===== src/md_defines.svh =====
// Console main-bus constants
// Address map, memory sizes and the open-bus reset word
`ifndef MD_DEFINES_SVH
`define MD_DEFINES_SVH

// Open-bus word after reset, a 68K NOP
`define MD_OPEN_BUS_RESET 16'h4E71

// Memory sizes as address widths
`define MD_WRAM_AW 15
`define MD_ZRAM_AW 13

// Mapper
`define MD_BANK_COUNT 8
// 2 MB, as a ROM word address
`define MD_MAPPER_MIN_ROM 24'h100000

// Region bases, byte addresses
`define MD_ZRAM_BASE 24'hA00000
`define MD_CTRL_BUSREQ 24'hA11100
`define MD_CTRL_RESET 24'hA11200
`define MD_BANK_BASE 24'hA13000
`define MD_WRAM_BASE 24'hE00000

`endif


===== src/sync_ram.sv =====
// Single-port synchronous RAM
// One-cycle read, one write enable per byte of the word type
`timescale 1ns/100ps

module sync_ram #(
	parameter type word_t = logic [7:0],
	parameter int  AW     = 8,
	localparam int NB     = $bits(word_t) / 8
) (
	input  logic          MCLK,
	input  logic [AW-1:0] addr,
	input  logic [NB-1:0] we,
	input  word_t         din,
	output word_t         q
);

	word_t mem [2**AW];

	always_ff @(posedge MCLK) begin
		// Lane 0 is the low byte
		for (int i = 0; i < NB; i++) begin
			if (we[i])
				mem[addr][i*8 +: 8] <= din[i*8 +: 8];
		end
		q <= mem[addr];
	end

endmodule


===== config.mk =====
export PLATFORM = sky130hd
export DESIGN_NAME = sync_ram
export DESIGN_NICKNAME = d
export VERILOG_FILES = /design/src/md_defines.svh /design/src/sync_ram.sv
export SDC_FILE = /design/constraint.sdc
export NUM_CORES = 2
export LEC_CHECK = 0
export BUFFER_PORTS_ARGS = -buffer_cell sky130_fd_sc_hd__clkbuf_2
export CAP_MARGIN = 20
export CELL_PAD_IN_SITES_DETAIL_PLACEMENT = 1
export CELL_PAD_IN_SITES_GLOBAL_PLACEMENT = 2
export CORE_MARGIN = 2
export CORE_UTILIZATION = 50
export DETAILED_ROUTE_END_ITERATION = 12
export HOLD_SLACK_MARGIN = 0.12
export MAX_ROUTING_LAYER = met4
export PLACE_DENSITY = 0.73
export SKIP_LAST_GASP = 1
export SLEW_MARGIN = 20
export SYNTH_ARGS = -nofsm -noshare
export SYNTH_HDL_FRONTEND = slang
export SYNTH_SLANG_ARGS = --single-unit
export TNS_END_PERCENT = 20

===== constraint.sdc =====
create_clock -name MCLK -period 5.6 [get_ports MCLK]
set_input_delay 1.12 -clock MCLK [delete_from_list [all_inputs] [get_ports MCLK]]
set_output_delay 1.12 -clock MCLK [all_outputs]
set_load 0.005 [all_outputs]

# Word level (Yosys, flattened, before mapping)
# Memory sizes are Yosys's and may differ from the RTL's. A register that Yosys moved wholly into a read port is not among the register bits.
# Cells that the tools add are included.
# word_totals
elab_cells	3
input_bits	18
mem_count	1
reg_bits	0
mem_bits_rw	2048
# classes
mux	2
# mem_list
name	words	word_bits	rd	rd_clocked_by_memory_dff	write_ports	line_no	source
mem	256	8	1	1	1	sync_ram.sv:17	word_t mem [2**AW];
# op_table
cell	n
1-bit 2-to-1 mux	2

# Logic depth before layout (Yosys ltp)
# depth
depth_word	2
depth_mapped	10
ltp_nobuf	5

# Worst setup path after synthesis
# OpenSTA, ideal clock, no wires.
# synth_path
kind	input to register
from	input port addr[1]
to	memory mem[111][0] (netlist bit) (enable)
setup_time_ps	370
path_stages	9
arrival_ps	2969
slack_ps	2261
path_buffers	5
t_required_ps	5230
path_cell_list	buf_2 clkbuf_1 clkbuf_1 nand2_1 buf_2 nor2_1 nand2_1 clkbuf_1 nor2_1
# synth_lines
element	line_no	source
start: declaration	sync_ram.sv:11	input logic [AW-1:0] addr,
end: declaration	sync_ram.sv:17	
# No word-level cell before the write port.

==> out/results.tsv <==
metric	value	unit
startpoint_type	input pin	
numCtsBuffers	206	
cts_root_buf	clkbuf_16	
first_pass_iters	6	
syn_to_final_growth	13.00	%
final_common_cell	edfxtp_1	
ant_nets	0	
coreArea	156000	µm²
maxCapViolations	0	
grt_pass1_wl	297100	µm
yosysTopAreaCell	edfxtp_1	
crit_arrival	4630	ps
period_share	71.43	%
ys_types	22	
cts_resized	0	
io_pins	26	
netlist_area	78490	µm²
viasPerCell	6.376	
place_congestion	0.8196	
switching_power	6.861	mW
nets	3750	
clock_sinks	2056	
post-route-min-period	4000	ps
critPathRequiredTime	6230	ps
finalSetupTns	0	ps
initial_core_util	50.31	%
skew	39.58	ps
synth_cells	3547	
grt_max_degree	156	
nFillCells	13040	
final_util	56.85	%
drv_slew	0	
die_w	400.2	µm
multi_input_area	15840	µm²
vias	38050	
setup_viol	0	
clock_path_buffers	3	
ys_seq_area_share	78.55	%
worstMarginPinSlew	1271	ps
hold_path_class	in2reg	
row_count	145	
grt-ovfl-total	0	
clockPowerShare	42.5	%
tritoncts	built	
io_buffers	25	
power.density	361.5	nW/µm²
drive_gt1_share	26.43	%
synth_top_cell_area_share	78.35	%
first_global_vias	40190	
p_int	25.21	mW
ys_seq_elements	2056	
finalHoldViolations	0	
fmax	0.2500	GHz
drt_wl_total	203600	µm
clk_latency	830	ps
worstSetupPathType	in2reg	
layout_common_cells	edfxtp_1, mux4_2, a22oi_1	
synth_fp_nets	3565	
yosys_warnings	0	
drt_iter0_markers	4568	
syn_avg_cell_area	22.13	µm²
hpwlAfterDp	120900	µm
leakage	27.06	nW
p_sw_share	21.40	%
htree_levels	4	
grt_use_total	26.52	%
register_area	61660	µm²
drcViolationCount	0	
die_y	400.2	µm
worst-path-max-fanout	89	
wl_per_cell	34.12	µm
critPathCaptureType	flip-flop	
holdBufCountCts	0	
seqPwrFrac	53.0	%
vdd_drop_max	0.0003457	V
status	completed	
comb_power_share	4.5	%
cts.clk_slew.worst_paths	60	ps
antenna_found_initial	8	
synthTopCellsByArea	edfxtp_1, mux4_2, a22oi_1	
rsz0062_at_grt	no	
slew_headroom	14.17	%
postCtsSetupBuffers	0	
dieArea	160200	µm²
==> metrics by stage <==
stage	worst slack [ps]	power (mW)	instances	instance area (µm²)	hold slack (ps)
after floorplan	2261	18.05	3547	78490	819.1
after global placement	389.1	18.72	5574	81810	1066
after detailed placement	863.3	18.78	5579	81920	1060
after CTS	1732	32.26	5960	88600	943.2
after global routing	1524	32.86	5966	88690	815.5
final	1600	32.07	5968	88700	828.0
==> kinds of logic after synthesis <==
kind of cell           Yosys count  share of synthesized area [%]
AOI/OAI and AO/OA              416                          3.622
buffers and inverters          233                          1.401
DFF                           2056                          78.55
muxes                          512                          14.69
and+or+nand+nor                330                          1.733
==> power groups by stage <==
| stage | combinational (mW) | clock, mW | sequential [mW] |
|---|---|---|---|
| final | 1.45 | 13.6 | 17.0 |
| after floorplan | 0.754 | 0 | 17.3 |
| after global routing | 1.54 | 14.3 | 17.0 |
| after CTS | 1.46 | 13.8 | 17.0 |
| after detailed placement | 1.46 | 0 | 17.3 |
| after global placement | 1.40 | 0 | 17.3 |
==> worst paths after layout <==
kind / start / end / slack (ps) / cells past startpoint
worst min register to register: mem[183][4] / q[4] / 1090 / 5
worst min-delay path: din[0] / mem[76][0] / 830 / 1
worst max-delay path: addr[1] / q[7] / 1600 / 7
worst max register to register: mem[175][7] / q[7] / 2560 / 5
==> cell type report <==
cell class	count	area share, %
Tap cell	2058	2.903
Timing Repair Buffer	209	2.172
Clock inverter	130	1.487
Inverter	1	0.004232
Sequential cell	2056	69.52
Antenna cell	5	0.01411
Multi-Input combinational cell	1258	17.86
Clock buffer	251	6.038
==> cells in the mapped netlist, drive strengths merged <==
master	number
nand2	28
and2	3
mux4	512
o41ai	32
a21oi	128
or2	2
nand3	13
nor3	30
inv	1
nor2	232
a22oi	256
buf	87
nand2b	6
or3	1
nand4	8
dfxtp	8
edfxtp	2048
clkbuf	145
nor2b	7
==> sequential cells by signal, indices dropped and copies added, names as in the netlist <==
name	flops
q	8
mem	2048
==> critical path: stages <==
cell and delay, ps:
buf_8 600, buf_12 410, mux4_2 390, a22oi_1 420
a21oi_1 240, o41ai_1 1060, nand4_1 190
==> per-layer routing <==
metal | track usage, % | vias up | wire length, µm
met1 | 37.65 | 20690 | 84850
met3 | 4.815 | 263 | 15530
met4 | 6.851 | 0 | 4796
li1 | - | 15460 | -
met5 | - | - | 0
met2 | 40.28 | 1638 | 98440
Note: power is estimated with default switching activity, not from simulation.
