[src/md_defines.svh]
// Console main-bus constants
// Address map, memory sizes and the open-bus reset word
`ifndef MD_DEFINES_SVH
`define MD_DEFINES_SVH

// Open-bus word after reset, a 68K NOP
`define MD_OPEN_BUS_RESET 16'h4E71

// Memory sizes as address widths
`define MD_WRAM_AW 15
`define MD_ZRAM_AW 13

// Mapper
`define MD_BANK_COUNT 8
// 2 MB, as a ROM word address
`define MD_MAPPER_MIN_ROM 24'h100000

// Region bases, byte addresses
`define MD_ZRAM_BASE 24'hA00000
`define MD_CTRL_BUSREQ 24'hA11100
`define MD_CTRL_RESET 24'hA11200
`define MD_BANK_BASE 24'hA13000
`define MD_WRAM_BASE 24'hE00000

`endif

[src/md_bus_pkg.sv]
// Main-bus types
// Bus words and addresses, ROM address, bank number, decode and FSM enums
package md_bus_pkg;

	// 68K word address, byte lane chosen by sel
	typedef logic [23:1] mbus_addr_t;
	typedef logic [15:0] mbus_data_t;
	typedef logic [7:0]  byte_t;

	// Word address into a ROM of up to 32 MB
	typedef logic [24:1] rom_addr_t;
	typedef logic [4:0]  bank_t;

	typedef enum logic [2:0] {
		TGT_ROM,
		TGT_ZRAM,
		TGT_CTRL,
		TGT_BANK,
		TGT_WRAM,
		TGT_NONE
	} mbus_target_t;

	typedef enum logic [2:0] {
		IDLE,
		SELECT,
		MEM_READ,
		ROM_WAIT,
		FINISH
	} mbus_state_t;

endpackage

[src/rom_mapper.sv]
// ROM bank mapper for cartridges above 2 MB
// Eight 512 KB bank registers at A130xx enabled by the first bank write
`timescale 1ns/100ps
`include "md_defines.svh"

module rom_mapper (
	input  logic                   MCLK,
	input  logic                   reset,
	input  md_bus_pkg::mbus_addr_t bus_adr,
	input  md_bus_pkg::bank_t      bus_data,
	input  logic                   bank_we,
	input  md_bus_pkg::rom_addr_t  rom_size,
	output md_bus_pkg::rom_addr_t  rom_adr
);
	import md_bus_pkg::*;

	localparam int IW = $clog2(`MD_BANK_COUNT);

	bank_t         bank [`MD_BANK_COUNT];
	logic          map_en;
	logic [IW-1:0] wr_idx;
	logic [IW-1:0] rd_idx;
	logic          bank_ok;

	assign wr_idx  = bus_adr[IW:1];
	// Each bank window is 512 KB of CPU space
	assign rd_idx  = bus_adr[18+IW:19];
	// Register 0 never takes a write
	assign bank_ok = bank_we && rom_size > `MD_MAPPER_MIN_ROM && wr_idx != '0;

	always_ff @(posedge MCLK) begin
		if (reset) begin
			map_en <= 1'b0;
			for (int i = 0; i < `MD_BANK_COUNT; i++)
				bank[i] <= bank_t'(i);
		end else if (bank_ok) begin
			bank[wr_idx] <= bus_data;
			map_en       <= 1'b1;
		end
	end

	assign rom_adr = map_en ? {1'b0, bank[rd_idx], bus_adr[18:1]} : {1'b0, bus_adr};

	// The first 512 KB window always maps onto itself
	bank0_fixed: assert property (@(posedge MCLK) disable iff (reset)
		bus_adr[23:19] == '0 |-> rom_adr == {1'b0, bus_adr});

endmodule

[config.mk]
export PLATFORM = sky130hd
export DESIGN_NAME = rom_mapper
export DESIGN_NICKNAME = d
export VERILOG_FILES = /design/src/md_bus_pkg.sv /design/src/rom_mapper.sv
export VERILOG_INCLUDE_DIRS = /design/src /design/src/src
export SDC_FILE = /design/constraint.sdc
export NUM_CORES = 1
export LEC_CHECK = 0
export BUFFER_PORTS_ARGS = -buffer_cell sky130_fd_sc_hd__buf_4
export CAP_MARGIN = 20
export CORE_ASPECT_RATIO = 1.5
export CORE_MARGIN = 2
export CORE_UTILIZATION = 49
export CTS_CLUSTER_DIAMETER = 60
export DETAILED_ROUTE_END_ITERATION = 10
export GPL_TIMING_DRIVEN = 0
export HOLD_SLACK_MARGIN = 0.1
export PLACE_DENSITY = 0.79
export SLEW_MARGIN = 0
export SYNTH_ARGS = -nofsm -noshare
export SYNTH_HDL_FRONTEND = slang
export SYNTH_SLANG_ARGS = --single-unit
[constraint.sdc]
create_clock -name MCLK -period 2.4 [get_ports MCLK]
set_input_delay 0.48 -clock MCLK [delete_from_list [all_inputs] [get_ports MCLK]]
set_output_delay 0.48 -clock MCLK [all_outputs]
set_load 0.01 [all_outputs]
### After elaboration in Yosys (flattened, before gate mapping)

Memories as Yosys holds them, arrays and structs flattened.
Index checks and enable logic that the tools add are counted.
Widths: inputs -> output; s select.

* bits in registers: 1
* RAM bits: 40
* input bits: 55
* output and inout port bits: 24
* logic and storage cells: 16
* memories kept: 1

Memories
* bank: depth 8, bits a word 5, rd ports 1, clocked after memory_dff 0, write ports 8, line rom_mapper.sv:19 `` bank_t bank [`MD_BANK_COUNT]; ``

* order comparisons: 1
* muxes and demuxes: 9
* reduce and logical (&&, ||, !) cells: 4

Operator list (number)
* $gt 24x21->1 const B: 1
* $mux 23: 1
* $mux 1: 6
* $mux 5: 1
* $reduce_or 5->1: 1
* $mux 3: 1
* $reduce_bool 3->1: 1
* $logic_and 1x1->1: 2

### Logic depth before layout (Yosys ltp)

* depth after elaboration: 8
* mapped depth: 7
* mapped depth without buffers: 4

### Worst setup path before layout

Ideal clock, no wire load.

* path type: input-to-reg
* from: in bus_adr[2]
* to: mem bank[4][0] in the netlist's numbering, enable pin
* library setup time: 0.376 ns
* arrival time: 1.785 ns
* data required time: 2.024 ns
* path slack: 0.239 ns
* cell stages on the path: 7
* path buffers: 3
* cells stage by stage: buf_4 -> nor3_2 -> nor4b_4 -> o21ai_2 -> buf_6 -> buf_2 -> o31ai_1

RTL lines
* start: declaration: line rom_mapper.sv:9 `input md_bus_pkg::mbus_addr_t bus_adr,`
* end: declaration: line rom_mapper.sv:19

==> impl_results.md <==
* Worst-skew pair later-pin latency at 0.29 ns
* Layout Nets at 300
* Comb power frac at 17.6%
* Internal at 1.202 mW
* Net switching power figure at 0.4214 mW
* Total die area at 5079 µm²
* Synthesized area at 2212 µm²
* Bufs on Longest Clock Path at 2
* Max-slew violation count at 0
* Worst Path Required at 2.33 ns
* DR iter-0 viols at 81
* Antenna Cells at 0
* Post-synth EDFFs at 40
* Synth-to-layout area growth at 27.88%
* Yosys cell types at 32
* Worst-path maximum fanout at 10
* Crit end category: flip-flop
* Final HPWL DP at 4012 µm
* RSZ-0062 raised after global routing: no
* Cell Pwr Density at 573.9 nW/µm²
* Remaining antenna violation count at 0
* Clock sinks at 41
* Period utilization at 94.70%
* Top post-synthesis cells by area: edfxtp_1 54%, mux4_2 10%, buf_4 7.1%
* Die Width at 58.86 µm
* # resized after CTS at 0
* Post-Layout Cell Count at 292
* Hold_ws at 0.4888 ns
* Synth area leader: edfxtp_1
* Post-Syn Area per Cell at 12.71 µm²
* Max VDD drop at 0.4852 mV
* Gpl congestion at 0.8757
* Worst-path clk slew at 0.10 ns
* Io pins at 79
* Gr ovfl total at 0
* YS warnings at 0
* Sw Ratio at 25.96%
* Synth cell count leaders: 40 x edfxtp_1, 21 x buf_4, 16 x nor3_1
* Pre-antenna DRT Iters at 8
* Post-Route WL at 4998 µm
* CTS tree: built
* FP Rows at 29
* Seq pwr share at 52.0%
* Final Hold Viols at 0
* Initial antenna violation count at 0
* Static leakage at 1.116 nW
* Slew @ Worst Pin at 0.8456 ns
* Most frequent cell after synthesis: edfxtp_1
* Setup Viol. Count Final at 0
* Clock skew at 0 ns
* Failing checks: DRC
* Share of layout cells above drive strength 1 at 43.90%
* Setup Buffers After CTS at 0
* Crit start category: input pin
* Synth top area share at 54.30%
* DR vias/cell at 5.664
* Via count at 1,654
* Clock Power Share at 30.3%
* Largest net degree at the start of global routing at 17
* GRT Util Overall at 20.72%
* Chip height at 86.29 µm
* Clk root buf: clkbuf_8
* Slew headroom at 43.14%
* Fmax at 440.0 MHz
* Status: finished with violations
* Cell count after synthesis at 174
* Initial core utilization at 51.67%
* Top FF cell, synth: edfxtp_1
* Total negative slack at 0 ns
* Vias in the first global route at 1,609
* Drt wl/cell at 17.12 µm
* Fin crit period at 2.273 ns
* Port Buf Inserts at 59
* Placed cells at 284
* CP Data Arrival Time at 2.20 ns
* HP Class: input pin to flip-flop
* Seq/Total Area, Yosys at 55.20%
* First-pass GRT wire length at 7652 µm
* Core ar. at 4282 µm²
* Critical path class: input pin to flip-flop
* Async SR Flop Fraction at 0%
* Drc violations at 6
* Total CTS buffers at 5
* Count of maximum capacitance violations at 0
* H-Tree Level Count at 2
* Seq cells post-synth at 41
* Cts hold-fix bufs at 0
## layout make-up
type | count | area [µm²]
Buffer | 34 | 221.5
Clock buffer | 5 | 68.82
Clock inverter | 3 | 28.78
Fill cell | 344 | 1453
Inverter | 6 | 22.52
Multi-Input combinational cell | 98 | 765.7
Sequential cell | 41 | 1221
Tap cell | 46 | 57.56
Timing Repair Buffer | 59 | 442.9
## state kept, by name (all words and copies together) (netlist names)
name and cells:
bank 40, map_en 1
## cell usage in the layout, fill, tap and decap left out
master / count
buf_4: 80
edfxtp_1: 40
nor3_1: 16
mux4_2: 10
nor4_1: 10
buf_2: 6
inv_1: 6
conb_1: 6
nor2_1: 5
a21oi_1: 5
nand2b_1: 5
nand3_1: 5
clkbuf_8: 5
clkbuf_1: 4
nand4_1: 4
nand2_1: 4
or4_1: 4
a31oi_1: 3
nor2b_1: 3
o31ai_1: 3
mux2i_1: 2
a31o_1: 2
buf_1: 2
a21o_1: 2
and3_1: 2
or4b_1: 2
inv_6: 2
nor3_2: 1
nor4b_4: 1
o21a_1: 1
o21ai_2: 1
buf_6: 1
a41o_1: 1
inv_8: 1
dfxtp_1: 1
## power groups by stage
stage,registers (mW),logic (mW),clock network (mW)
after global placement,0.859,0.282,0
final,0.845,0.286,0.492
after floorplan,0.854,0.164,0
after CTS,0.846,0.288,0.493
after global routing,0.850,0.309,0.523
after detailed placement,0.862,0.287,0
## final timing paths
check                                 start          to  slack (ns)  cells past startpoint
worst max-delay path             bus_adr[1]  bank[4][1]        0.13                      8
worst min-delay path            bus_data[1]  bank[6][1]        0.49                      2
worst max register to register       map_en      map_en        1.55                      2
worst min register to register       map_en      map_en        0.75                      2
## critical path, cell delays in order
cell and delay [ns]:
buf_4 0.09, buf_4 0.15, nor3_2 0.07, nor4b_4 0.25
o21ai_2 0.12, buf_6 0.15, buf_2 0.19, o31ai_1 0.71
## through the flow
stage	setup WS (ns)	utilization [%]	instance area [µm²]	total power [mW]
CTS	0.1169	66.07	2829	1.627
global route	0.003512	66.07	2829	1.682
floorplan	0.2392	-	2231	1.018
global placement	-0.1457	63.79	2731	1.140
finish	0.1273	66.07	2829	1.623
detailed placement	-0.2007	63.79	2731	1.149
## cell families after synthesis
logic type / after synthesis / synth area share, %
other: 1 / 0.1695
AO/OA/AOI/OAI: 18 / 5.656
flip-flops: 41 / 55.20
multiplexers: 12 / 11.09
AND/OR/NAND/NOR: 62 / 16.85
buffers and inverters: 40 / 11.03
## per-layer routing
layer	GRT usage (%)	vias to the layer above	wire (µm)
met4	9.711	0	142
met5	0	-	0
met2	38.59	92	2786
met1	21.64	764	1683
li1	-	788	-
met3	3.731	10	385
No activity file was read; power rests on OpenSTA's default activity.
