==> config.mk <==
export PLATFORM = sky130hd
export DESIGN_NAME = mbus_ctrl
export DESIGN_NICKNAME = d
export VERILOG_FILES = /design/src/md_bus_pkg.sv /design/src/mbus_ctrl.sv
export VERILOG_INCLUDE_DIRS = /design/src /design/src/src
export SDC_FILE = /design/constraint.sdc
export NUM_CORES = 1
export LEC_CHECK = 0
export BUFFER_PORTS_ARGS = -buffer_cell sky130_fd_sc_hd__clkbuf_2
export CORE_ASPECT_RATIO = 1.25
export CORE_MARGIN = 2
export CORE_UTILIZATION = 33
export DETAILED_ROUTE_END_ITERATION = 16
export GPL_TIMING_DRIVEN = 1
export SLEW_MARGIN = 20
export SYNTH_ARGS = -nofsm -noshare
export SYNTH_HDL_FRONTEND = slang
export SYNTH_SLANG_ARGS = --single-unit
==> constraint.sdc <==
create_clock -name MCLK -period 6.6 [get_ports MCLK]
set_clock_uncertainty 0.05 [all_clocks]
set_input_delay 1.32 -clock MCLK [delete_from_list [all_inputs] [get_ports MCLK]]
set_output_delay 1.32 -clock MCLK [all_outputs]
set_load 0.005 [all_outputs]
==> src/md_defines.svh <==
// Console main-bus constants
// Address map, memory sizes and the open-bus reset word
`ifndef MD_DEFINES_SVH
`define MD_DEFINES_SVH

// Open-bus word after reset, a 68K NOP
`define MD_OPEN_BUS_RESET 16'h4E71

// Memory sizes as address widths
`define MD_WRAM_AW 15
`define MD_ZRAM_AW 13

// Mapper
`define MD_BANK_COUNT 8
// 2 MB, as a ROM word address
`define MD_MAPPER_MIN_ROM 24'h100000

// Region bases, byte addresses
`define MD_ZRAM_BASE 24'hA00000
`define MD_CTRL_BUSREQ 24'hA11100
`define MD_CTRL_RESET 24'hA11200
`define MD_BANK_BASE 24'hA13000
`define MD_WRAM_BASE 24'hE00000

`endif

==> src/md_bus_pkg.sv <==
// Main-bus types
// Bus words and addresses, ROM address, bank number, decode and FSM enums
package md_bus_pkg;

	// 68K word address, byte lane chosen by sel
	typedef logic [23:1] mbus_addr_t;
	typedef logic [15:0] mbus_data_t;
	typedef logic [7:0]  byte_t;

	// Word address into a ROM of up to 32 MB
	typedef logic [24:1] rom_addr_t;
	typedef logic [4:0]  bank_t;

	typedef enum logic [2:0] {
		TGT_ROM,
		TGT_ZRAM,
		TGT_CTRL,
		TGT_BANK,
		TGT_WRAM,
		TGT_NONE
	} mbus_target_t;

	typedef enum logic [2:0] {
		IDLE,
		SELECT,
		MEM_READ,
		ROM_WAIT,
		FINISH
	} mbus_state_t;

endpackage

==> src/mbus_ctrl.sv <==
// Main-bus controller
// Decodes each CPU cycle against the address map, runs the cycle FSM,
// keeps the open-bus word and the sound-CPU bus request and reset
`timescale 1ns/100ps
`include "md_defines.svh"

module mbus_ctrl (
	input  logic                   MCLK,
	input  logic                   reset,
	input  logic                   cyc,
	input  logic                   stb,
	input  logic                   we,
	input  logic [1:0]             sel,
	input  md_bus_pkg::mbus_addr_t adr,
	input  md_bus_pkg::mbus_data_t dat_w,
	input  md_bus_pkg::rom_addr_t  rom_size,
	input  md_bus_pkg::mbus_data_t rom_dat,
	input  logic                   rom_ack,
	input  md_bus_pkg::mbus_data_t wram_q,
	input  md_bus_pkg::byte_t      zram_q,
	output md_bus_pkg::mbus_data_t dat_r,
	output logic                   ack,
	output logic                   rom_cyc,
	output logic                   rom_stb,
	output md_bus_pkg::mbus_addr_t bus_adr,
	output logic [1:0]             wram_we,
	output logic                   zram_we,
	output md_bus_pkg::byte_t      zram_din,
	output logic                   bank_we
);
	import md_bus_pkg::*;

	localparam logic [23:0] ZRAM_BASE   = `MD_ZRAM_BASE;
	localparam logic [23:0] CTRL_BUSREQ = `MD_CTRL_BUSREQ;
	localparam logic [23:0] CTRL_RESET  = `MD_CTRL_RESET;
	localparam logic [23:0] BANK_BASE   = `MD_BANK_BASE;
	localparam logic [23:0] WRAM_BASE   = `MD_WRAM_BASE;

	mbus_state_t  state;
	mbus_target_t tgt;
	logic         we_q;
	logic [1:0]   sel_q;
	mbus_data_t   dat_q;
	mbus_data_t   open_bus;
	logic         z80_busreq;
	logic         z80_run;
	logic         granted;
	logic         rom_area;
	logic         is_busreq;
	logic         ctrl_wr;
	logic         ctrl_bit;

	// ---------------------------------------------------------------------
	// Address decode of the latched request
	// ---------------------------------------------------------------------
	assign is_busreq = bus_adr == CTRL_BUSREQ[23:1];

	always_comb begin
		rom_area = bus_adr[23:22] == 2'b00;
		if (rom_area)
			tgt = ({1'b0, bus_adr} < rom_size) ? TGT_ROM : TGT_NONE;
		// A00000-A03FFF in 8 KB mirrors
		else if (bus_adr[23:14] == ZRAM_BASE[23:14])
			tgt = TGT_ZRAM;
		else if (is_busreq || bus_adr == CTRL_RESET[23:1])
			tgt = TGT_CTRL;
		else if (bus_adr[23:8] == BANK_BASE[23:8])
			tgt = TGT_BANK;
		else if (bus_adr[23:21] == WRAM_BASE[23:21])
			tgt = TGT_WRAM;
		else
			tgt = TGT_NONE;
	end

	// Write strobes all issue from SELECT
	assign wram_we  = (state == SELECT && tgt == TGT_WRAM && we_q) ? sel_q : 2'b00;
	assign zram_we  = state == SELECT && tgt == TGT_ZRAM && we_q && granted;
	assign bank_we  = state == SELECT && tgt == TGT_BANK && we_q;
	assign ctrl_wr  = state == SELECT && tgt == TGT_CTRL && we_q && sel_q[1];
	assign zram_din = sel_q[1] ? dat_q[15:8] : dat_q[7:0];

	// ---------------------------------------------------------------------
	// Sound-CPU control
	// ---------------------------------------------------------------------
	assign granted  = z80_busreq && z80_run;
	// Busreq word reads back "not granted", reset word "released"
	assign ctrl_bit = is_busreq ? ~granted : z80_run;

	always_ff @(posedge MCLK) begin
		if (reset) begin
			z80_busreq <= 1'b0;
			z80_run    <= 1'b0;
		end else if (ctrl_wr) begin
			if (is_busreq)
				z80_busreq <= dat_q[8];
			else
				z80_run <= dat_q[8];
		end
	end

	// ---------------------------------------------------------------------
	// Cycle FSM
	// ---------------------------------------------------------------------
	always_ff @(posedge MCLK) begin
		if (reset) begin
			state    <= IDLE;
			ack      <= 1'b0;
			rom_cyc  <= 1'b0;
			rom_stb  <= 1'b0;
			open_bus <= `MD_OPEN_BUS_RESET;
		end else begin
			ack <= 1'b0;
			case (state)
			IDLE:
				if (cyc && stb)
					state <= SELECT;
			// ROM writes take the internal path and are dropped
			SELECT:
				state <= (tgt == TGT_ROM && !we_q) ? ROM_WAIT : MEM_READ;
			MEM_READ: begin
				if (tgt == TGT_WRAM && !we_q)
					open_bus <= wram_q;
				state <= FINISH;
			end
			ROM_WAIT:
				if (!rom_stb) begin
					rom_cyc <= 1'b1;
					rom_stb <= 1'b1;
				end else if (rom_ack) begin
					rom_cyc  <= 1'b0;
					rom_stb  <= 1'b0;
					open_bus <= rom_dat;
					state    <= FINISH;
				end
			FINISH: begin
				ack   <= 1'b1;
				state <= IDLE;
			end
			default:
				state <= IDLE;
			endcase
		end
	end

	// Request latch and read data
	always_ff @(posedge MCLK) begin
		if (state == IDLE && cyc && stb) begin
			bus_adr <= adr;
			we_q    <= we;
			sel_q   <= sel;
			dat_q   <= dat_w;
		end
		if (state == MEM_READ) begin
			case (tgt)
			TGT_WRAM: dat_r <= wram_q;
			TGT_ZRAM: dat_r <= granted ? {zram_q, zram_q} : 16'hFFFF;
			TGT_CTRL: dat_r <= {open_bus[15:9], ctrl_bit, open_bus[7:0]};
			// Past the end of the ROM reads as zero
			TGT_NONE: dat_r <= rom_area ? 16'h0000 : open_bus;
			default:  dat_r <= open_bus;
			endcase
		end else if (state == ROM_WAIT && rom_stb && rom_ack) begin
			dat_r <= rom_dat;
		end
	end

	// ---------------------------------------------------------------------
	// Protocol checks
	// ---------------------------------------------------------------------
	ack_in_cycle: assert property (@(posedge MCLK) disable iff (reset)
		ack |-> $past(cyc && stb));
	rom_stb_in_wait: assert property (@(posedge MCLK) disable iff (reset)
		rom_stb |-> state == ROM_WAIT);
	ack_single: assert property (@(posedge MCLK) disable iff (reset)
		ack |=> !ack);

endmodule

## After elaboration in Yosys (flattened, before gate mapping)

Index checks and enable logic that the tools add are counted.

| word-level totals | value |
|---|---|
| ROM bits | 0 |
| output and inout port bits | 54 |
| bits in writable memories | 0 |
| logic and storage cells | 92 |
| memories | 0 |
| register bits after elaboration | 82 |
| bits in latches | 0 |
| input port bits | 111 |

| operators by class | value |
|---|---|
| reductions and logical operators | 30 |
| mux-type cells | 28 |
| $mul | 0 |
| order comparisons | 1 |
| bitwise logic cells | 2 |
| equality and inequality tests | 19 |
| add/subtract/negate cells | 0 |
| div/mod/pow operators | 0 |
| shift-type cells | 0 |

Operators by type and width:

| cell | number |
|---|---|
| 16-bit 2-to-1 mux | 7 |
| 16-bit case mux with 4 select lines | 1 |
| 23-bit equality test (second input constant) | 2 |
| 16-bit case mux with 2 select lines | 1 |
| 23-bit by 24-bit < comparator with 1-bit output | 1 |
| 3-bit 2-to-1 mux | 8 |
| 1-bit logical AND | 18 |
| 16-bit equality test (second input constant) | 1 |
| 3-bit by 2-bit equality test with 1-bit output (second input constant) | 4 |
| 3-bit equality test (second input constant) | 4 |
| 3-bit case mux with 4 select lines | 1 |
| 10-bit equality test (second input constant) | 1 |
| 2-bit != test (second input constant) | 5 |
| 1-bit 2-to-1 mux | 8 |
| 8-bit 2-to-1 mux | 1 |
| 3-bit by 1-bit equality test with 1-bit output (second input constant) | 2 |
| 3-bit zero test | 2 |
| 2-bit AND reduction | 3 |
| 4-bit AND reduction | 1 |
| 2-bit nonzero test | 2 |
| 3-bit AND reduction | 1 |
| 2-bit zero test | 1 |
| 2-bit 2-to-1 mux | 1 |
| 1-bit NOT | 2 |
| other kinds (2) | 2 |

## Longest topological paths before layout

Gate-level depths: netlist (run 1).

| depth | value |
|---|---|
| depth in word-level cells | 11 |
| mapped depth | 9 |
| gate-level depth less buffers | 8 |

## Worst setup path after synthesis (run 1)

OpenSTA, ideal clock, no wires.

| path | value |
|---|---|
| path type | in2reg |
| start | in stb |
| end | reg bus_adr[0] (enable) |
| arrival time | 5374 ps |
| path slack | 631 ps |
| path buffers | 0 |
| setup time | 546 ps |
| cell stages on the path | 2 |
| cells stage by stage | nand2_1 nor4_1 |

| between the ends | value |
|---|---|
| cells in the longest elaborated chain, start to end | 1 |

RTL lines:

| what | RTL line | text |
|---|---|---|
| start: declaration | mbus_ctrl.sv:11 | `input logic stb,` |
| 1-bit logical AND | mbus_ctrl.sv:147 | `if (state == IDLE && cyc && stb) begin` |
| end signal: assignment | mbus_ctrl.sv:148 | `bus_adr <= adr;` |
| end: declaration | mbus_ctrl.sv:25 | `output md_bus_pkg::mbus_addr_t bus_adr,` |

Every way passes these cells.
A chain may end at the register's enable or synchronous reset.

## Final worst setup path (run 1)

| path | value |
|---|---|
| start | reg bus_adr[21] |
| end | out bank_we |

| between the ends | value |
|---|---|
| cells in the longest elaborated chain, start to end | 9 |
| elaborated cells on any way between the ends | 17 |
| classes of those cells | order compare (1); eq/ne (6); mux (6); reduce/logical (4) |

RTL lines:

| what | RTL line | text |
|---|---|---|
| parallel branches: the longest is 5 deep, another holds 23-bit by 24-bit < comparator with 1-bit output | -- |  |
| 3-bit 2-to-1 mux * | mbus_ctrl.sv:60 | `if (rom_area)` |
| 3-bit by 2-bit equality test with 1-bit output * | mbus_ctrl.sv:78 | `assign bank_we = state == SELECT && tgt == TGT_BANK && we_q;` |
| 1-bit logical AND * (2 in series) | mbus_ctrl.sv:78 |  |
| end: declaration | mbus_ctrl.sv:29 | `output logic bank_we` |

Mark *: on every way between the ends.

==> reports/qor.yml, run 1 <==
critPathArrivalTime_ns: 2.23
crit_path_cell_trace: "nor4_1, and4_1, nand4_1, nor4_1, clkbuf_2"
cap_violations: 0
slew_headroom_pct: 43.3
coreArea_mm2: 0.0127
yosysTopAreaCellShare_pct: 40.7
grt_pass1_vias: 3832
wire_per_inst_um: 16.0
clk_latency_ns: 0.34
min_path_type: "register to register"
start_util_pct: 33.8
fin_nets: 706
first_iter_violations: 155
cts_root_buffer: "clkbuf_16"
max_stage_delay_ns: 0.49
drive_gt1_share_pct: 35.8
clk_path_buf_depth: 2
grt_use_total_pct: 17.6
power_density_mw_per_mm2: 231
path_class: "register to output pin"
die-area_mm2: 0.0139
cts_sinks: 82
cpMaxStageDelayCell: "edfxtp_1"
yosys_most_used_dff: "edfxtp_1"
drc: 0
htree_levels: 3
yosysWarnings: 0
status: "complete, no violations"
fin_crit_ns: 3.60
antenna_found_initial: 1
ioPinCount: 165
ys_types: 51
worstMarginPinSlew_ns: 0.850
setup_tns_ns: 0
worstPathMaxFanout: 6
die_height_um: 131
wl_met2_um: 5730
yosysTopAreaCell: "edfxtp_1"
netlist_area_mm2: 0.00428
die_w_um: 106
routed_wl_um: 11900
peakVddDrop_uv: 207
grt-ovfl-total: 0
io_buffer_count: 164
syn_inst: 415
final_util_pct: 44.0
p_leak_nw: 2.40
drt_pre_antenna_iters: 5
cts.clk_slew.worst_paths_ns: 0.06
cpMostUsedCell: "nor4_1"
yosys-top-cells-area: "edfxtp_1 41%, dfxtp_1 11%, ha_1 6.4%"
syn_to_final_growth_pct: 30.2
gp_congestion: 0.783
grt_pass1_wl_um: 19100
cts_tree: "built"
final_hold_viol_count: 0
synth_edf_count: 58
yosysSeqAreaShare_pct: 52.0
wl_met1_um: 5090
post_cts_buffers: 0
required_ns: 5.23
grt_max_degree: 43
end_kind: "output pin"
drv_slew: 0
period_share_pct: 54.5
place_area_mm2: 0.00523
syn_avg_cell_area_um2: 10.3
design_area_mm2: 0.00557
wl_met3_um: 861
critPathLaunchType: "register"
synth_fp_nets: 548
hold_buffers: 0
diodes: 0
ys_seq_elements: 82
fmax_mhz: 278
fillers: 1255
vias_per_cell: 5.07
cts-resized-gates: 0
grt_setup_unrepaired: "no"
setup_viol: 0
vias: 3783
cts_buffers: 9
synthArstFlopShare_pct: 0
dp_hpwl_um: 8820
highest_layer: "met4"
ant_nets: 0
placementRows: 46
## Yosys cell counts (all sizes together), types with 3 or more instances
library cell  count
and3              5
nand2b           10
edfxtp           58
a21oi            36
o31ai             3
a221oi            4
a211oi           15
a31oi             3
nand2            62
dfxtp            24
nand4             5
clkbuf           10
nor4              7
mux2              8
a21o              3
nor3              5
buf              11
nor2             28
or2               3
a311oi            8
mux2i             3
ha               22
nand3            14
inv              24
o22ai             7
o21ai            19
## through the flow
| step | setup WS (ns) | cells | hold slack [ns] | power [mW] |
|---|---|---|---|---|
| after global routing | 2.75 | 746 | 0.479 | 1.34 |
| final | 3.00 | 746 | 0.443 | 1.29 |
| after detailed placement | 2.92 | 730 | 0.431 | 0.718 |
| after global placement | 2.94 | 730 | 0.429 | 0.714 |
| after floorplan | 0.631 | 415 | 0.410 | 0.653 |
| after CTS | 2.96 | 746 | 0.445 | 1.30 |
## logic make-up after synthesis
group                    Yosys count  share of synthesized area (%)
AND/OR/NAND/NOR                  150                           17.1
flip-flops                        82                           52.0
AO/OA/AOI/OAI                    104                           16.6
multiplexers                      11                           2.81
buffers and inverters             45                           4.89
adder cells (fa/ha/maj)           22                           6.44
XOR/XNOR                           1                          0.205
## cell usage in the layout (no fill, tap or decap), types with 4 or more instances in the layout
master / instances
ha_1: 22
edfxtp_1: 58
and3_1: 5
nand2_1: 62
o21ai_0: 18
nor2_1: 28
clkbuf_2: 164
nor3_1: 5
a221oi_1: 4
a211oi_1: 14
a311oi_2: 5
mux2_2: 8
nand4_1: 5
inv_1: 24
dfxtp_1: 24
nand2b_1: 9
buf_4: 4
o22ai_1: 7
nor4_1: 5
a21oi_1: 36
nand3_1: 13
clkbuf_16: 9
## area by class of cell
| type | count | area [um2] | share of cell area, % |
|---|---|---|---|
| Clock buffer | 9 | 225 | 4.05 |
| Clock inverter | 7 | 116 | 2.09 |
| Inverter | 24 | 90.1 | 1.62 |
| Multi-Input combinational cell | 288 | 1850 | 33.3 |
| Sequential cell | 82 | 2220 | 39.9 |
| Tap cell | 168 | 210 | 3.78 |
| Timing Repair Buffer | 168 | 851 | 15.3 |
## power breakdown
part	internal [mW]	switching, mW	total (mW)
Combinational	0.0585	0.0654	0.124
Clock	0.370	0.211	0.580
Sequential	0.570	0.0116	0.582
## metal layers
layer	global-route usage, %	vias up
met1	21.6	1759
li1	-	1853
met2	29.6	156
met5	0	-
met4	7.16	0
met3	4.12	15
## worst max-delay path: cells and delay by family, from the launching register on
| kind | cells | cell delay [ns] |
|---|---|---|
| AND/OR/NAND/NOR | 4 | 1.20 |
| flip-flops | 1 | 0.49 |
| buffers and inverters | 1 | 0.20 |
## path summary, 6_finish.rpt
| kind | start | to | slack, ns | cells after the start |
|---|---|---|---|---|
| hold reg to reg | rom_cyc$_SDFFE_PP0P_ | rom_cyc$_SDFFE_PP0P_ | 0.44 | 2 |
| hold / removal | rom_cyc$_SDFFE_PP0P_ | rom_cyc$_SDFFE_PP0P_ | 0.44 | 2 |
| setup / recovery | bus_adr[21]$_DFFE_PP_ | bank_we | 3.00 | 5 |
| setup reg to reg | bus_adr[21]$_DFFE_PP_ | dat_r[2]$_DFFE_PP_ | 3.81 | 7 |
## sequential cells by signal, summed over array words and instances, names as in the netlist
name        count
z80_busreq      1
rom_stb         1
bus_adr        23
ack             1
dat_r          16
we_q            1
rom_cyc         1
dat_q          16
open_bus       16
sel_q           2
state           3
z80_run         1
Power figures use the tool's default switching activity.
==> inputs of run 2 (changes only) <==
clock period = 3.05 ns   (was 6.6 ns; I/O delays follow)
==> reports/qor.yml, run 2 (synthesis results as in run 1) <==
cts_sinks: 82  # unchanged
status: "complete, no violations"  # unchanged
grt-ovfl-total: 0  # unchanged
grt_setup_unrepaired: "no"  # unchanged
vias_per_cell: 5.09  # was 5.07
final_hold_viol_count: 0  # unchanged
io_buffer_count: 164  # unchanged
ioPinCount: 165  # unchanged
dp_hpwl_um: 9160  # was 8820 um
fmax_mhz: 364
cts_root_buffer: "clkbuf_16"  # unchanged
coreArea_mm2: 0.0127  # unchanged
ant_nets: 0  # unchanged
fillers: 1269  # was 1255
period_share_pct: 90.1
cpMaxStageDelayCell: "and3_1"  # was edfxtp_1
gp_congestion: 0.819  # was 0.783
drt_pre_antenna_iters: 4  # was 5
cts_buffers: 9  # unchanged
worstMarginPinSlew_ns: 0.766  # was 0.850 ns
syn_to_final_growth_pct: 30.7  # was 30.2%
die-area_mm2: 0.0139  # unchanged
critPathArrivalTime_ns: 2.09  # was 2.23 ns
cpLargestDelayFamily: "simple AND/OR/NAND/NOR gates"  # unchanged
max_stage_delay_ns: 0.51  # was 0.49 ns
critPathLaunchType: "register"  # unchanged
worstPathMaxFanout: 12  # was 6
first_iter_violations: 174  # was 155
cts_tree: "built"  # unchanged
placementRows: 46  # unchanged
die_height_um: 131  # unchanged
final_cell_mix: "164 x clkbuf_2, 62 x nand2_1, 58 x edfxtp_1"  # unchanged
final_common_cell: "clkbuf_2"  # unchanged
grt_pass1_wl_um: 19500  # was 19100 um
crit_path_cell_trace: "nor4_1, and3_1, and4_1, clkbuf_2"  # was nor4_1, and4_1, nand4_1, nor4_1, clkbuf_2
fin_nets: 710  # was 706
htree_levels: 3  # unchanged
drive_gt1_share_pct: 36.3  # was 35.8%
p_leak_nw: 2.42  # was 2.40 nW
fin_crit_ns: 2.75
end_kind: "output pin"  # unchanged
clk_path_buf_depth: 2  # unchanged
drv_slew: 0  # unchanged
regMostFlops: "bus_adr"  # unchanged
grt_max_degree: 43  # unchanged
diodes: 0  # unchanged
clk_latency_ns: 0.34  # about the same
drc: 0  # unchanged
post_cts_buffers: 0  # unchanged
cts-resized-gates: 0  # unchanged
required_ns: 2.39  # was 5.23 ns
grt_use_total_pct: 17.7  # was 17.6%
min_path_type: "primary input to register"  # was register to register
critical_path_buf_inv_count: 1  # unchanged
slew_headroom_pct: 48.8  # was 43.3%
grt_pass1_vias: 3935  # was 3832
finalPower_mw: 2.72  # was 1.29 mW
setup_viol: 0  # unchanged
routed_wl_um: 12100  # was 11900 um
vias: 3814  # was 3783
power_density_mw_per_mm2: 488  # was 231 mW/mm2
largest_reg_flops: 23  # unchanged
antenna_found_initial: 0  # was 1
wire_per_inst_um: 16.1  # was 16.0 um
hold_buffers: 0  # unchanged
start_util_pct: 33.8  # unchanged
cap_violations: 0  # unchanged
setup_tns_ns: 0  # unchanged
peakVddDrop_uv: 227  # was 207 uV
path_class: "register to output pin"  # unchanged
die_w_um: 106  # unchanged
cts.clk_slew.worst_paths_ns: 0.07  # was 0.06 ns
[run 2: power by group]
| part | total (mW) | internal, mW | switching, mW |
|---|---|---|---|
| Sequential | 1.26 | 1.23 | 0.0255 |
| Combinational | 0.275 | 0.130 | 0.145 |
| Clock | 1.19 | 0.725 | 0.467 |
[run 2: through the flow]
step	hold slack [ns]	worst slack [ns]	cells	instance area (um2)	util, %
4_1_cts	0.381	0.243	750	5590	44.1
3_3_place_gp	0.432	0.420	734	5260	41.6
3_5_place_dp	0.433	0.339	734	5260	41.6
5_1_grt	0.376	0.102	750	5590	44.1
6_report	0.394	0.301	750	5590	44.1
2_1_floorplan	0.410	0.524	415	4290	-
[run 2: layout make-up]
class | instances | area (um2) | share of cell area [%]
flip-flops and latches | 82 | 2220 | 39.8
multi-input cells | 288 | 1860 | 33.3
repair buffers | 172 | 881 | 15.8
clock buffers | 9 | 225 | 4.03
well taps | 168 | 210 | 3.76
clock inverters | 7 | 100 | 1.79
inverters | 24 | 90.1 | 1.61
[run 2: path summary, 6_finish.rpt]
check	startpoint	end	slack [ns]	cells after the start
worst min register to register	open_bus[9]$_SDFFE_PP1P_	open_bus[9]$_SDFFE_PP1P_	0.45	2
worst max-delay path	bus_adr[21]$_DFFE_PP_	zram_we	0.30	4
worst max register to register	bus_adr[21]$_DFFE_PP_	dat_r[3]$_DFFE_PP_	0.62	8
worst min-delay path	dat_w[4]	dat_q[4]$_DFFE_PP_	0.39	1
[run 2: layer usage]
layer  vias up  wire length, um  track usage, %
met2       162             6060            31.5
met1      1779             4920            21.0
met3        14              892            4.51
li1       1859                -               -
met5         -                0               0
met4         0              200            5.19
